`src/mips_params.svh`:
```
`ifndef MIPS_PARAMS_SVH
`define MIPS_PARAMS_SVH

// memory map
`define TEXT_START 32'h0040_0000 // first instruction byte address
`define TEXT_WORDS 256           // instruction memory depth in words
`define DATA_START 32'h1000_8000 // first data byte address
`define DATA_WORDS 256           // data memory depth in words

// opcodes, instr[31:26]
`define OP_RTYPE 6'h00
`define OP_ADDI  6'h08
`define OP_LW    6'h23
`define OP_SW    6'h2b

// r-type function codes, instr[5:0]
`define FN_ADD 6'h20
`define FN_SUB 6'h22
`define FN_AND 6'h24
`define FN_OR  6'h25
`define FN_SLT 6'h2a

`endif
```
`src/mips_pkg.sv`:
```
package mips_pkg;

    // data word, also used for byte addresses
    typedef logic [31:0] word_t;

    // register index, r0 is hardwired zero
    typedef logic [4:0] reg_addr_t;

    // alu operations decoded in ID
    typedef enum logic [2:0] {
        ALU_ADD = 3'd0, // add, addi, lw/sw address
        ALU_SUB = 3'd1,
        ALU_AND = 3'd2,
        ALU_OR  = 3'd3,
        ALU_SLT = 3'd4  // signed compare
    } alu_op_t;

    // operand source picked by the forwarding logic in EX
    typedef enum logic [1:0] {
        FWD_REG   = 2'd0, // value read in ID, carried in ID/EX
        FWD_EXMEM = 2'd1, // alu result sitting in EX/MEM
        FWD_MEMWB = 2'd2  // write-back data out of MEM/WB
    } fwd_sel_t;

endpackage

```
`src/reg_file.sv`:
```
module reg_file (
    input  logic                clk,
    input  logic                rstn,
    input  mips_pkg::reg_addr_t rd_addr_1,
    input  mips_pkg::reg_addr_t rd_addr_2,
    input  logic                wb_en,
    input  mips_pkg::reg_addr_t wb_reg,
    input  mips_pkg::word_t     wb_data,
    output mips_pkg::word_t     rd_data_1,
    output mips_pkg::word_t     rd_data_2
);

    mips_pkg::word_t regs [32];

    // r0 reads zero and a same-cycle write passes straight through
    function automatic mips_pkg::word_t read_port(input mips_pkg::reg_addr_t addr);
        if (addr == '0)
            return '0;
        else if (wb_en && (wb_reg == addr))
            return wb_data; // bypass
        else
            return regs[addr];
    endfunction

    always_ff @(posedge clk or negedge rstn) begin
        if (!rstn) begin
            for (int i = 0; i < 32; i++)
                regs[i] <= '0;
        end else if (wb_en && (wb_reg != '0)) begin
            regs[wb_reg] <= wb_data;
        end
    end

    always_comb begin
        rd_data_1 = read_port(rd_addr_1);
        rd_data_2 = read_port(rd_addr_2);
    end

endmodule

```
`config.mk`:
```
export PLATFORM = sky130hd
export DESIGN_NAME = reg_file
export DESIGN_NICKNAME = d
export VERILOG_FILES = /design/src/mips_params.svh /design/src/mips_pkg.sv /design/src/reg_file.sv
export SDC_FILE = /design/constraint.sdc
export NUM_CORES = 2
export LEC_CHECK = 0
export BUFFER_PORTS_ARGS = -buffer_cell sky130_fd_sc_hd__buf_2
export CAP_MARGIN = 20
export CORE_UTILIZATION = 40
export CTS_CLUSTER_DIAMETER = 120
export CTS_CLUSTER_SIZE = 24
export DETAILED_ROUTE_END_ITERATION = 6
export HOLD_SLACK_MARGIN = 0.15
export MAX_ROUTING_LAYER = met4
export PLACE_DENSITY = 0.58
export SLEW_MARGIN = 20
export SYNTH_ARGS = -nofsm -noshare
export SYNTH_HDL_FRONTEND = slang
export SYNTH_SLANG_ARGS = --single-unit
```
`constraint.sdc`:
```
create_clock -name clk -period 3.1 [get_ports clk]
set_clock_uncertainty 0.15 [all_clocks]
set_input_delay 0.31 -clock clk [delete_from_list [all_inputs] [get_ports clk]]
set_output_delay 0.31 -clock clk [all_outputs]
set_load 0.1 [all_outputs]
```
==> results.md <==
- Final min period: 3.280 ns
- P&R area growth vs syn: 16.00%
- PnR worst setup slack: -0.1797 ns
- Arrival time at the worst endpoint: 2.82 ns
- Critical Path Max Stage Delay: 0.53 ns
- CP Launch Type: flip-flop
- Worst VDD drop: 0.0004523 V
- Sequential area share after synthesis: 46.66%
- Crit path top cell by count: mux4_2
- Combinational power share: between 20% and 30%
- Non-Filler Instances: 5705
- Reg clk slew, reported paths: 0.10 ns
- Total CTS buffers: 49
- Final hold violations: 0
- Worst slew margin: 41.26%
- Worst path cell trace: mux4_2, mux4_2, nor2b_4, a221o_1, buf_12
- Internal power: 0.02471 W
- Starting Density: 40.44%
- Worst Tran Pin Value: 0.8743 ns
- Ys flop type: dfrtp_1
- Placed cells: 5574
- Post-synth EDFFs: 0
- Kind of critical path: flip-flop to output port
- HPWL after DPL: ~120000 um
- Gr ovfl total: 0
- Slowest-stage cell, CP: mux4_2
- Max-slew violation count: 0
- Root Buffer Master: clkbuf_16
- Die H: 372.5 um
- Filler cells: 11971
- Fmax: just over 0.3 GHz
- Async SR Flop Fraction: 100.0%
- Failing checks: setup timing
- Pre-antenna DRT Iters: 5
- CTS max path bufs: 3
- Register share of total power: 49.4%
- Share of cells above drive strength 1: 56.87%
- Leak: 27.19 nW
- DRT iter0 DRCs: between 3000 and 4000
- RSZ-0062 raised after global routing: true
- Worst endpoint required time: 2.64 ns
- Largest regs: regs (1024)
- Largest net degree at the start of global routing: 100
- Pwr dens: 563.5 nW/um2
- Yosys reg bits: approximately 1000
- Post-Syn Area: between 50000 and 60000 um2
- Top-Level Pins: 114
- Die width: 372.5 um
- CTS tree: done
- Count leader, synth: mux2_2
- Crit share post-route: 105.8%
- Final hold slack: approximately 0.23 ns
- Sink Count: 1024
- Row count: 135
- Syn_area_per_cell: roughly 15 um2
- Top-area cell type share of the netlist area: 46.66%
- Design Area, Final: 63700 um2
- Vias per inst: between 6 and 7
- Drt drc: 0
- Placer Congestion: 0.8566
- Max-cap violations: 0
- Ys Warns: 0
- Clock Power Share: 21.0%
- Hold WC Path Type: input port to flip-flop
- Status: finished with violations
- Delay-heaviest family, CP: multiplexers
- CP bufs+invs: 1
- Post-synth net total: 3797
- Synth top cells by count: mux2_2 (1065), dfrtp_1 (1024), mux4_2 (459), clkbuf_1 (247), nor2_1 (109)
- Reg with most FFs: regs
- Largest register FFs: a little over 1000
- Synth top area cells: dfrtp_1 (47%), mux2_2 (22%), mux4_2 (19%)
- Die ar.: about 140000 um2
- Cell taking the most area after synthesis: dfrtp_1
- Port-buffer cells: 113
- Number of global-route vias before repair: roughly 37000
- Critical path capture point type: output port
- Syn Inst Count: 3747
- Via count: around 37000
- Post-route ant nets: 0
- Net Sw Frac: 31.15%
- CTS HTree Levels: 2
- Total wire length: 193400 um
- Net Switching: 0.01118 W
- WL per Instance: 33.90 um
- First-pass GRT wire length: 279300 um
- Initial antenna violation count: 14
- Core area: 135800 um2
- Final #Nets: 3963
- Clock Latency Late Sink: about 0.69 ns
- Critical Path Fanout Max: 3
- Unique masters post-synth: 49
- Placed instance area: 61300 um2
- Setup TNS: -1.413 ns
- GRT Total Usage: 28.93%
- Final setup fails: 14
==> cells in the final DEF, fill, tap and decap left out, drive strengths merged, types with 6 or more instances in the layout <==
cell	netlist	layout
a31oi	9	9
dfrtp	1024	1024
o21ai	42	42
nand3	6	6
a211oi	51	51
o221ai	12	12
buf	178	507
or2	6	6
nor3	45	45
and2	6	6
nor3b	6	6
clkbuf	247	53
a22o	8	8
diode	0	6
o22ai	63	63
a22oi	53	53
mux2i	91	91
a221oi	22	22
nor2	109	109
dlygate4sd3	0	33
nand2b	9	9
a21oi	36	36
nand2	42	42
mux2	1065	1065
nor4	34	34
nor2b	54	54
a221o	24	24
xnor2	7	7
mux4	459	459
==> path summary, 6_finish.rpt <==
check / from / endpoint / slack, ns / depth (start not counted)
max in group asynchronous: rstn / regs[207]$_DFFE_PN0P_ / 1.78 / 3
worst min register to register: regs[994]$_DFFE_PN0P_ / regs[994]$_DFFE_PN0P_ / 0.25 / 0
worst min-delay path: wb_data[1] / regs[481]$_DFFE_PN0P_ / 0.23 / 2
worst max-delay path: regs[522]$_DFFE_PN0P_ / rd_data_2[10] / -0.18 / 5
worst max register to register: regs[768]$_DFFE_PN0P_ / regs[768]$_DFFE_PN0P_ / 2.02 / 2
min in group asynchronous: rstn / regs[84]$_DFFE_PN0P_ / 0.35 / 3
==> layer usage <==
layer  up-vias  track usage (%)  wire length (um)
li1      14756                -                 -
met1     20164            40.33             83030
met2      1583            43.21             88760
met3       354            4.706             14440
met4         0            9.333              7171
met5         -                -                 0
==> area by class of cell <==
class                   instances  area, um2  share of cell area (%)
inverters                       4      18.77                 0.02946
clock inverters                 3      47.55                 0.07464
multi-input cells            2294      28300                   44.42
repair buffers                540       6175                   9.693
well taps                    1781       2228                   3.498
clock buffers                  53       1294                   2.031
flip-flops and latches       1024      25620                   40.23
diodes                          6      15.01                 0.02357
==> logic make-up after synthesis <==
group                     after synthesis  synth area share [%]
xor gates and xnor gates               10                0.1595
and+or+nand+nor                       334                 3.081
muxes                                1615                 42.32
DFF                                  1024                 46.66
buffers and inverters                 429                 3.470
AOI/OAI and AO/OA                     335                 4.304
==> stage by stage <==
stage	utilization [%]	setup slack, ns	power [W]
floorplan	-	-0.3306	0.02469
global placement	45.14	-0.2946	0.02797
detailed placement	45.14	-0.2943	0.02822
CTS	46.70	-0.2217	0.03595
global route	46.91	-0.2243	0.03741
finish	46.91	-0.1797	0.03589
==> power groups by stage <==
stage          Combinational, W  Sequential [W]  Clock, W
2_1_floorplan           0.00743          0.0173         0
3_3_place_gp             0.0101          0.0178         0
3_5_place_dp             0.0103          0.0179         0
4_1_cts                  0.0106          0.0177   0.00774
5_1_grt                  0.0112          0.0181   0.00814
6_report                 0.0106          0.0177   0.00753
==> what timing repair did <==
action                                  in CTS  in global routing
pin swaps                                   20                 21
buffers inserted                            30                 11
endpoints found under the setup margin      28                 37
gates resized for setup                     48                 40
hold buffers                                34                  0
hold endpoints to repair                  1676                  0
(Power assumes the default switching activity.)
