## src/mips_params.svh

```systemverilog
`ifndef MIPS_PARAMS_SVH
`define MIPS_PARAMS_SVH

// memory map
`define TEXT_START 32'h0040_0000 // first instruction byte address
`define TEXT_WORDS 256           // instruction memory depth in words
`define DATA_START 32'h1000_8000 // first data byte address
`define DATA_WORDS 256           // data memory depth in words

// opcodes, instr[31:26]
`define OP_RTYPE 6'h00
`define OP_ADDI  6'h08
`define OP_LW    6'h23
`define OP_SW    6'h2b

// r-type function codes, instr[5:0]
`define FN_ADD 6'h20
`define FN_SUB 6'h22
`define FN_AND 6'h24
`define FN_OR  6'h25
`define FN_SLT 6'h2a

`endif
```

## src/mips_pkg.sv

```systemverilog
package mips_pkg;

    // data word, also used for byte addresses
    typedef logic [31:0] word_t;

    // register index, r0 is hardwired zero
    typedef logic [4:0] reg_addr_t;

    // alu operations decoded in ID
    typedef enum logic [2:0] {
        ALU_ADD = 3'd0, // add, addi, lw/sw address
        ALU_SUB = 3'd1,
        ALU_AND = 3'd2,
        ALU_OR  = 3'd3,
        ALU_SLT = 3'd4  // signed compare
    } alu_op_t;

    // operand source picked by the forwarding logic in EX
    typedef enum logic [1:0] {
        FWD_REG   = 2'd0, // value read in ID, carried in ID/EX
        FWD_EXMEM = 2'd1, // alu result sitting in EX/MEM
        FWD_MEMWB = 2'd2  // write-back data out of MEM/WB
    } fwd_sel_t;

endpackage

```

## src/execute.sv

```systemverilog
module execute (
    input  logic                clk,
    input  logic                rstn,
    input  mips_pkg::reg_addr_t ex_rs,
    input  mips_pkg::reg_addr_t ex_rt,
    input  mips_pkg::reg_addr_t ex_dst,
    input  logic                ex_reg_write,
    input  logic                ex_mem_read,
    input  logic                ex_mem_write,
    input  logic                ex_alu_src,
    input  mips_pkg::alu_op_t   ex_alu_op,
    input  mips_pkg::word_t     ex_rd_data_1,
    input  mips_pkg::word_t     ex_rd_data_2,
    input  mips_pkg::word_t     ex_imm,
    input  logic                wb_en,
    input  mips_pkg::reg_addr_t wb_reg,
    input  mips_pkg::word_t     wb_data,
    output mips_pkg::word_t     mem_result,
    output mips_pkg::word_t     mem_store_data,
    output mips_pkg::reg_addr_t mem_dst,
    output logic                mem_reg_write,
    output logic                mem_read,
    output logic                mem_write
);

    mips_pkg::fwd_sel_t fwd_a;
    mips_pkg::fwd_sel_t fwd_b;
    mips_pkg::word_t    rs_val;   // forwarded rs
    mips_pkg::word_t    rt_val;   // forwarded rt and store data
    mips_pkg::word_t    alu_b;
    mips_pkg::word_t    alu_y;

    // newest producer wins so EX/MEM beats MEM/WB
    function automatic mips_pkg::fwd_sel_t pick_src(input mips_pkg::reg_addr_t src);
        if (mem_reg_write && (mem_dst == src))
            return mips_pkg::FWD_EXMEM;
        else if (wb_en && (wb_reg == src))
            return mips_pkg::FWD_MEMWB;
        else
            return mips_pkg::FWD_REG;
    endfunction

    function automatic mips_pkg::word_t fwd_mux(input mips_pkg::fwd_sel_t sel,
                                                input mips_pkg::word_t    reg_val);
        case (sel)
            mips_pkg::FWD_EXMEM: return mem_result;
            mips_pkg::FWD_MEMWB: return wb_data;
            default:             return reg_val;
        endcase
    endfunction

    // r0 never leaves ID with its write enable set
    always_comb begin
        fwd_a  = pick_src(ex_rs);
        fwd_b  = pick_src(ex_rt);
        rs_val = fwd_mux(fwd_a, ex_rd_data_1);
        rt_val = fwd_mux(fwd_b, ex_rd_data_2);
    end

    assign alu_b = ex_alu_src ? ex_imm : rt_val; // immediate for addi/lw/sw

    always_comb begin
        case (ex_alu_op)
            mips_pkg::ALU_ADD: alu_y = rs_val + alu_b;
            mips_pkg::ALU_SUB: alu_y = rs_val - alu_b;
            mips_pkg::ALU_AND: alu_y = rs_val & alu_b;
            mips_pkg::ALU_OR:  alu_y = rs_val | alu_b;
            mips_pkg::ALU_SLT: alu_y = {31'd0, $signed(rs_val) < $signed(alu_b)};
            default:           alu_y = '0;
        endcase
    end

    // EX/MEM register
    always_ff @(posedge clk or negedge rstn) begin
        if (!rstn) begin
            mem_reg_write  <= 1'b0;
            mem_read       <= 1'b0;
            mem_write      <= 1'b0;
            mem_result     <= '0;
            mem_store_data <= '0;
            mem_dst        <= '0;
        end else begin
            mem_reg_write  <= ex_reg_write;
            mem_read       <= ex_mem_read;
            mem_write      <= ex_mem_write;
            mem_result     <= alu_y;
            mem_store_data <= rt_val;
            mem_dst        <= ex_dst;
        end
    end

endmodule

```

## config.mk

```make
export PLATFORM = sky130hd
export DESIGN_NAME = execute
export DESIGN_NICKNAME = d
export VERILOG_FILES = /design/src/mips_params.svh /design/src/mips_pkg.sv /design/src/execute.sv
export SDC_FILE = /design/constraint.sdc
export NUM_CORES = 1
export LEC_CHECK = 0
export BUFFER_PORTS_ARGS = -buffer_cell sky130_fd_sc_hd__buf_2
export CELL_PAD_IN_SITES_DETAIL_PLACEMENT = 0
export CELL_PAD_IN_SITES_GLOBAL_PLACEMENT = 1
export CORE_ASPECT_RATIO = 0.75
export CORE_UTILIZATION = 39
export CTS_CLUSTER_DIAMETER = 200
export DETAILED_ROUTE_END_ITERATION = 10
export PLACE_DENSITY_LB_ADDON = 0.05
export SETUP_SLACK_MARGIN = 0.2
export SKIP_CTS_REPAIR_TIMING = 1
export SLEW_MARGIN = 25
export SYNTH_ARGS = -nofsm -noshare
export SYNTH_HDL_FRONTEND = slang
export SYNTH_SLANG_ARGS = --single-unit
```

## constraint.sdc

```tcl
create_clock -name clk -period 5.8 [get_ports clk]
set_input_delay 1.16 -clock clk [delete_from_list [all_inputs] [get_ports clk]]
set_output_delay 1.16 -clock clk [all_outputs]
set_load 0.01 [all_outputs]
```

==> qor.yml, run 1 <==
drive_above_1_share: 0.267
viasPerCell: 5.53
status: "complete, no violations"
rows: 46
netlist_instances: 1100
max-clock-path-buffers: 2
fin_crit_ns: 5.37
skew_ns: 0.0110
cts_root_buffer: "clkbuf_16"
die_h_um: 130
synth_edf_count: 0
synth-simple-area-share: 0.145
ir_drop_mv: 0.138
synthXorXnorAreaFrac: 0.0421
avgSynthCellArea_um2: 7.76
utilization: 0.501
htreeDepth: 3
end_kind: "flop"
synth_fp_nets: 1364
clock_latency_ns: 0.35
area_delta_synth_final_pct: 25.2
crit_start: "wb_reg[2]"
seq_area_frac_synth: 0.211
seqCellArea_um2: 1800
arrival_ns: 5.61
ys_ff_latch: 72
setup.worst_path.start_class: "input port"
fin_crit_sh: 0.926
nets: 1594
min_from: "mem_result[9]"
yosys.area.top_type: "dfrtp_1"
fillCellCount: 2132
synth_top_family_by_area: "compound AO/OA/AOI/OAI gates"
drv_slew: 0
worst_pin_slew_ns: 1.12
required_ns: 6.04
drt-initial-drc-count: 875
grt_pass1_wl_um: 50700
setup_viol: 0
die-area_um2: 22500
numCtsBuffers: 9
gp_congestion: 0.947
fmax_mhz: 186
timing.rr.start: "mem_dst[3]"
synth-adder-area-share: 0.157
place_ws_ns: 0.00571
final_area_um2: 10700
syn_area_um2: 8530
antenna_found_initial: 0
clk_transition_reported_paths_ns: 0.07
vias: 8971
grt_util_all_layers: 0.293
cts_tree: "built"
grt_pass1_vias: 8506
die_w_um: 173
slew-limit-headroom: 0.251
dp_hpwl_um: 26200
cts_sinks: 72
wl_per_cell_um: 20.3
antennaDiodeCount: 0
placed_area_um2: 10300
initial_core_util: 0.401
muxShareOfSynthArea: 0.128
port_buffers: 229
fin_hold_ws_ns: 0.557
setup_ws_ns: 0.426
async_flop_share: 1.00
wl_um: 33000
yosys_warnings: 0
p_per_area_nw_per_um2: 215
gr-total-overflow: 0
synth_compound_area_frac: 0.241
hp-class: "flop to flop"
crit_type: "input port to flop"
synth_top_area_frac: 0.211
p_leak_nw: 5.03
dr.pass1.iters: 5
ios: 230
yosysUniqueCellTypes: 69
hold_viol: 0
multi_input_area_um2: 6160
worstPathMaxFanout: 13
rsz0062_at_grt: "yes"
synthFlopType: "dfrtp_1"
drtAntennaViolNets: 0
drv_cap: 0
grt_start_max_net_pins: 73
fp.coreArea_um2: 21300
synth_area_leaders: "dfrtp_1, ha_1, mux2i_1"
drc_errors: 0
==> registers in the layout, summed over array words and instances (netlist names) <==
name / flops
mem_dst: 5
mem_read: 1
mem_reg_write: 1
mem_result: 32
mem_store_data: 32
mem_write: 1
==> cells in the final DEF (no fill, tap or decap), types with 19 or more instances in the layout <==
| cell | instances |
|---|---|
| a211oi_1 | 20 |
| nor3_1 | 19 |
| mux2_2 | 31 |
| ha_1 | 102 |
| buf_4 | 53 |
| nor2_1 | 88 |
| a21oi_1 | 86 |
| buf_2 | 228 |
| o21ai_0 | 114 |
| xnor2_1 | 24 |
| nand2_1 | 96 |
| mux2i_1 | 74 |
| dfrtp_1 | 72 |
| inv_1 | 100 |
==> final timing paths <==
path	depth (start not counted)	slack, ns	to
max	18	0.43	mem_result[29]
max in group asynchronous	1	4.43	mem_result[22]
min reg2reg	2	0.56	mem_store_data[9]
max reg2reg	19	1.08	mem_result[29]
min	2	0.56	mem_store_data[9]
min in group asynchronous	1	0.83	mem_dst[3]
==> layer usage <==
metal	global-route usage	vias up	share of wire
met2	0.426	344	0.41
met5	0	-	0
li1	-	4341	-
met4	0.0531	0	0.010
met1	0.447	4265	0.50
met3	0.0571	21	0.075
==> cells in the mapped netlist (10+ instances only) <==
cell type and n:
o21ai_0 114, xnor2_1 24, nor2_1 88, buf_1 10
nor3_1 22, nand3_1 13, a211oi_1 22, dfrtp_1 72
ha_1 104, a21o_1 15, a21oi_1 86, nor4_1 12
inv_1 100, mux2_2 31, nand2_1 96, xor2_1 17
mux2i_1 74, clkbuf_1 51, o21bai_1 11
==> worst max-delay path, stage by stage <==
cell	delay, ns
buf_2	0.12
xor2_1	0.16
nor4_1	0.30
and3_4	0.32
buf_12	0.17
buf_4	0.14
mux2i_1	0.06
o21ai_0	0.46
mux2_2	0.28
ha_2	0.33
or3_1	0.38
o311a_1	0.41
nor3_2	0.28
o21ai_0	0.12
buf_4	0.15
a21boi_0	0.33
o21ai_0	0.15
a211o_1	0.27
==> where the power goes <==
group / switching, W / internal [W]
Sequential: 0.0000425 / 0.000551
Combinational: 0.000607 / 0.000409
Clock: 0.000262 / 0.000424
==> metrics by stage <==
step	power, W	instances	setup TNS (ns)
global route	0.00243	1623	0
finish	0.00230	1623	0
detailed placement	0.00158	1607	0
CTS	0.00228	1623	0
global placement	0.00159	1607	-0.00337
floorplan	0.00120	1100	0
==> cell type report <==
type / instances / share of cell area
Sequential cell: 72 / 0.169
Timing Repair Buffer: 286 / 0.153
Inverter: 101 / 0.0355
Clock inverter: 6 / 0.0108
Multi-Input combinational cell: 860 / 0.577
Tap cell: 288 / 0.0337
Clock buffer: 10 / 0.0214
==> logic make-up after synthesis <==
kind of cell    after synthesis
mux                         105
compound gates              332
simple gates                276
flops                        72
xor+xnor                     41
buf+inv                     168
fa+ha+maj                   106
Power figures use the tool's default switching activity.
==> inputs of run 2 (changes only) <==
--- a/config.mk
+++ b/config.mk
@@ -9,10 +9,11 @@
 export CELL_PAD_IN_SITES_DETAIL_PLACEMENT = 0
 export CELL_PAD_IN_SITES_GLOBAL_PLACEMENT = 1
 export CORE_ASPECT_RATIO = 0.75
+export CORE_MARGIN = 2
 export CORE_UTILIZATION = 39
 export CTS_CLUSTER_DIAMETER = 200
 export DETAILED_ROUTE_END_ITERATION = 10
-export PLACE_DENSITY_LB_ADDON = 0.05
+export PLACE_DENSITY = 0.83
 export SETUP_SLACK_MARGIN = 0.2
 export SKIP_CTS_REPAIR_TIMING = 1
 export SLEW_MARGIN = 25
==> qor.yml, run 2 (same netlist as run 1, synthesis figures left out) <==
cts_sinks: 72  # unchanged
gr-total-overflow: 0  # unchanged
fillCellCount: 2128  # was 2132
fin_crit_ns: 5.44  # was 5.37 ns
vias: 9112  # was 8971
grt_pass1_wl_um: 49000  # was 50700 µm
worstPathMaxFanout: 9  # was 13
multi_input_area_um2: 6190  # was 6160 µm²
p_leak_nw: 5.16  # was 5.03 nW
setup_viol: 0  # unchanged
hp-class: "flop to flop"  # unchanged
viasPerCell: 5.52  # was 5.53
cts_root_buffer: "clkbuf_16"  # unchanged
worst_pin_slew_ns: 1.02  # was 1.12 ns
p_sw_w: 0.000909  # was 0.000912 W
drtAntennaViolNets: 0  # unchanged
grt_util_all_layers: 0.268  # was 0.293
antenna_found_initial: 1  # was 0
total_power_w: 0.00228  # was 0.00230 W
port_buffers: 229  # unchanged
setup_ws_ns: 0.356  # was 0.426 ns
die-area_um2: 23100  # was 22500 µm²
gp_congestion: 0.983  # was 0.947
rows: 46  # unchanged
clock_latency_ns: 0.36  # was 0.35 ns
path_common_cell: "buf_4"  # was o21ai_0
wl_um: 31600  # was 33000 µm
biggestRegsByFlops: "mem_result x32, mem_store_data x32, mem_dst x5"  # unchanged
crit_chain: "buf_2 -> xor2_1 -> nor4_1 -> and3_4 -> buf_4 -> buf_4 -> mux2i_1 -> o21ai_0 -> mux2_2 -> inv_1 -> ha_1 -> a2111oi_1 -> a21oi_1 -> nor4_2 -> nor3_1 -> buf_4 -> nor4_2 -> nor3_1 -> a2111oi_0 -> a211o_1"  # was buf_2 -> xor2_1 -> nor4_1 -> and3_4 -> buf_12 -> buf_4 -> mux2i_1 -> o21ai_0 -> mux2_2 -> ha_2 -> or3_1 -> o311a_1 -> nor3_2 -> o21ai_0 -> buf_4 -> a21boi_0 -> o21ai_0 -> a211o_1
hold_viol: 0  # unchanged
area_delta_synth_final_pct: 27.9  # was 25.2%
utilization: 0.512  # was 0.501
pwr-share-comb: 0.461  # was 0.443
dr.pass1.iters: 5  # unchanged
clkPwrFrac: 0.281  # was 0.299
htreeDepth: 3  # unchanged
fmax_mhz: 184  # was 186 MHz
drive_above_1_share: 0.286  # was 0.267
fin_crit_sh: 0.939  # was 0.926
required_ns: 6.09  # was 6.04 ns
cts_tree: "built"  # unchanged
skew_ns: 0.00717  # was 0.0110 ns
p_seq_frac: 0.259  # about the same
drc_errors: 0  # unchanged
setup.worst_path.start_class: "input port"  # unchanged
arrival_ns: 5.74  # was 5.61 ns
crit_type: "input port to flop"  # unchanged
end_kind: "flop"  # unchanged
final_cell_mix: "buf_2, o21ai_0, ha_1"  # unchanged
drt-initial-drc-count: 829  # was 875
ir_drop_mv: 0.179  # was 0.138 mV
grt_pass1_vias: 8525  # was 8506
initial_core_util: 0.401  # unchanged
slew-limit-headroom: 0.322  # was 0.251
seqCellArea_um2: 1800  # unchanged
drv_slew: 0  # unchanged
drv_cap: 0  # unchanged
fin_hold_ws_ns: 0.544  # was 0.557 ns
dp_hpwl_um: 25300  # was 26200 µm
wl_per_cell_um: 19.1  # was 20.3 µm
nets: 1621  # was 1594
cpMaxStageDelayCell: "a2111oi_1"  # was o21ai_0
p_per_area_nw_per_um2: 209  # was 215 nW/µm²
critPathTopFamily: "compound AO/OA/AOI/OAI gates"  # unchanged
ios: 230  # unchanged
path_buf_inv: 5  # was 4
status: "complete, no violations"  # unchanged
switching_share: 0.399  # was 0.397
critPathMaxStageDelay_ns: 0.52  # was 0.46 ns
max-clock-path-buffers: 2  # unchanged
layout_commonest_cell: "buf_2"  # unchanged
clk_transition_reported_paths_ns: 0.06  # was 0.07 ns
fp.coreArea_um2: 21300  # unchanged
grt_start_max_net_pins: 97  # was 73
die_w_um: 175  # was 173 µm
place_ws_ns: -0.277  # was 0.00571 ns
rsz0062_at_grt: "yes"  # unchanged
die_h_um: 132  # was 130 µm
internal_power_w: 0.00137  # was 0.00138 W
numCtsBuffers: 9  # unchanged
-- run 2: power by group through the flow --
stage | clock network, W | registers, W | logic (W)
2_1_floorplan | 0 | 0.000612 | 0.000590
3_3_place_gp | 0 | 0.000597 | 0.00100
3_5_place_dp | 0 | 0.000598 | 0.00100
4_1_cts | 0.000650 | 0.000589 | 0.00101
5_1_grt | 0.000670 | 0.000595 | 0.00115
6_report | 0.000639 | 0.000589 | 0.00105
-- run 2: path summary, 6_finish.rpt --
kind	start	endpoint	slack, ns	cells after the start
hold / removal	mem_result[2]	mem_store_data[2]	0.54	2
hold reg to reg	mem_result[2]	mem_store_data[2]	0.54	2
max in group asynchronous	rstn	mem_result[20]	4.44	1
setup / recovery	wb_reg[2]	mem_result[28]	0.36	20
min in group asynchronous	rstn	mem_store_data[13]	0.82	1
setup reg to reg	mem_dst[3]	mem_result[28]	0.97	19
-- run 2: through the flow --
stage / TNS (ns) / instances / area (µm²)
floorplan: 0 / 1100 / 8530
global placement: -0.216 / 1631 / 10400
detailed placement: -0.805 / 1631 / 10400
CTS: 0 / 1647 / 10800
global route: 0 / 1651 / 10900
finish: 0 / 1651 / 10900
-- run 2: worst min-delay path, stage by stage, from the launching register on --
cell     delay (ns)
dfrtp_1        0.36
nand2_1        0.05
o21ai_0        0.09
-- run 2: routing by layer --
metal / vias to the layer above / wire (µm) / track usage
met5: - / 0 / 0
li1: 4387 / - / -
met4: 0 / 319 / 0.0486
met3: 24 / 2970 / 0.0542
met1: 4279 / 15100 / 0.408
met2: 422 / 13200 / 0.390
-- run 2: layout make-up --
cell class,instances,area share
Inverter,101,0.0351
Antenna cell,1,0.000229
Clock inverter,7,0.00940
Sequential cell,72,0.165
Timing Repair Buffer,313,0.169
Tap cell,288,0.0330
Clock buffer,9,0.0206
Multi-Input combinational cell,860,0.567
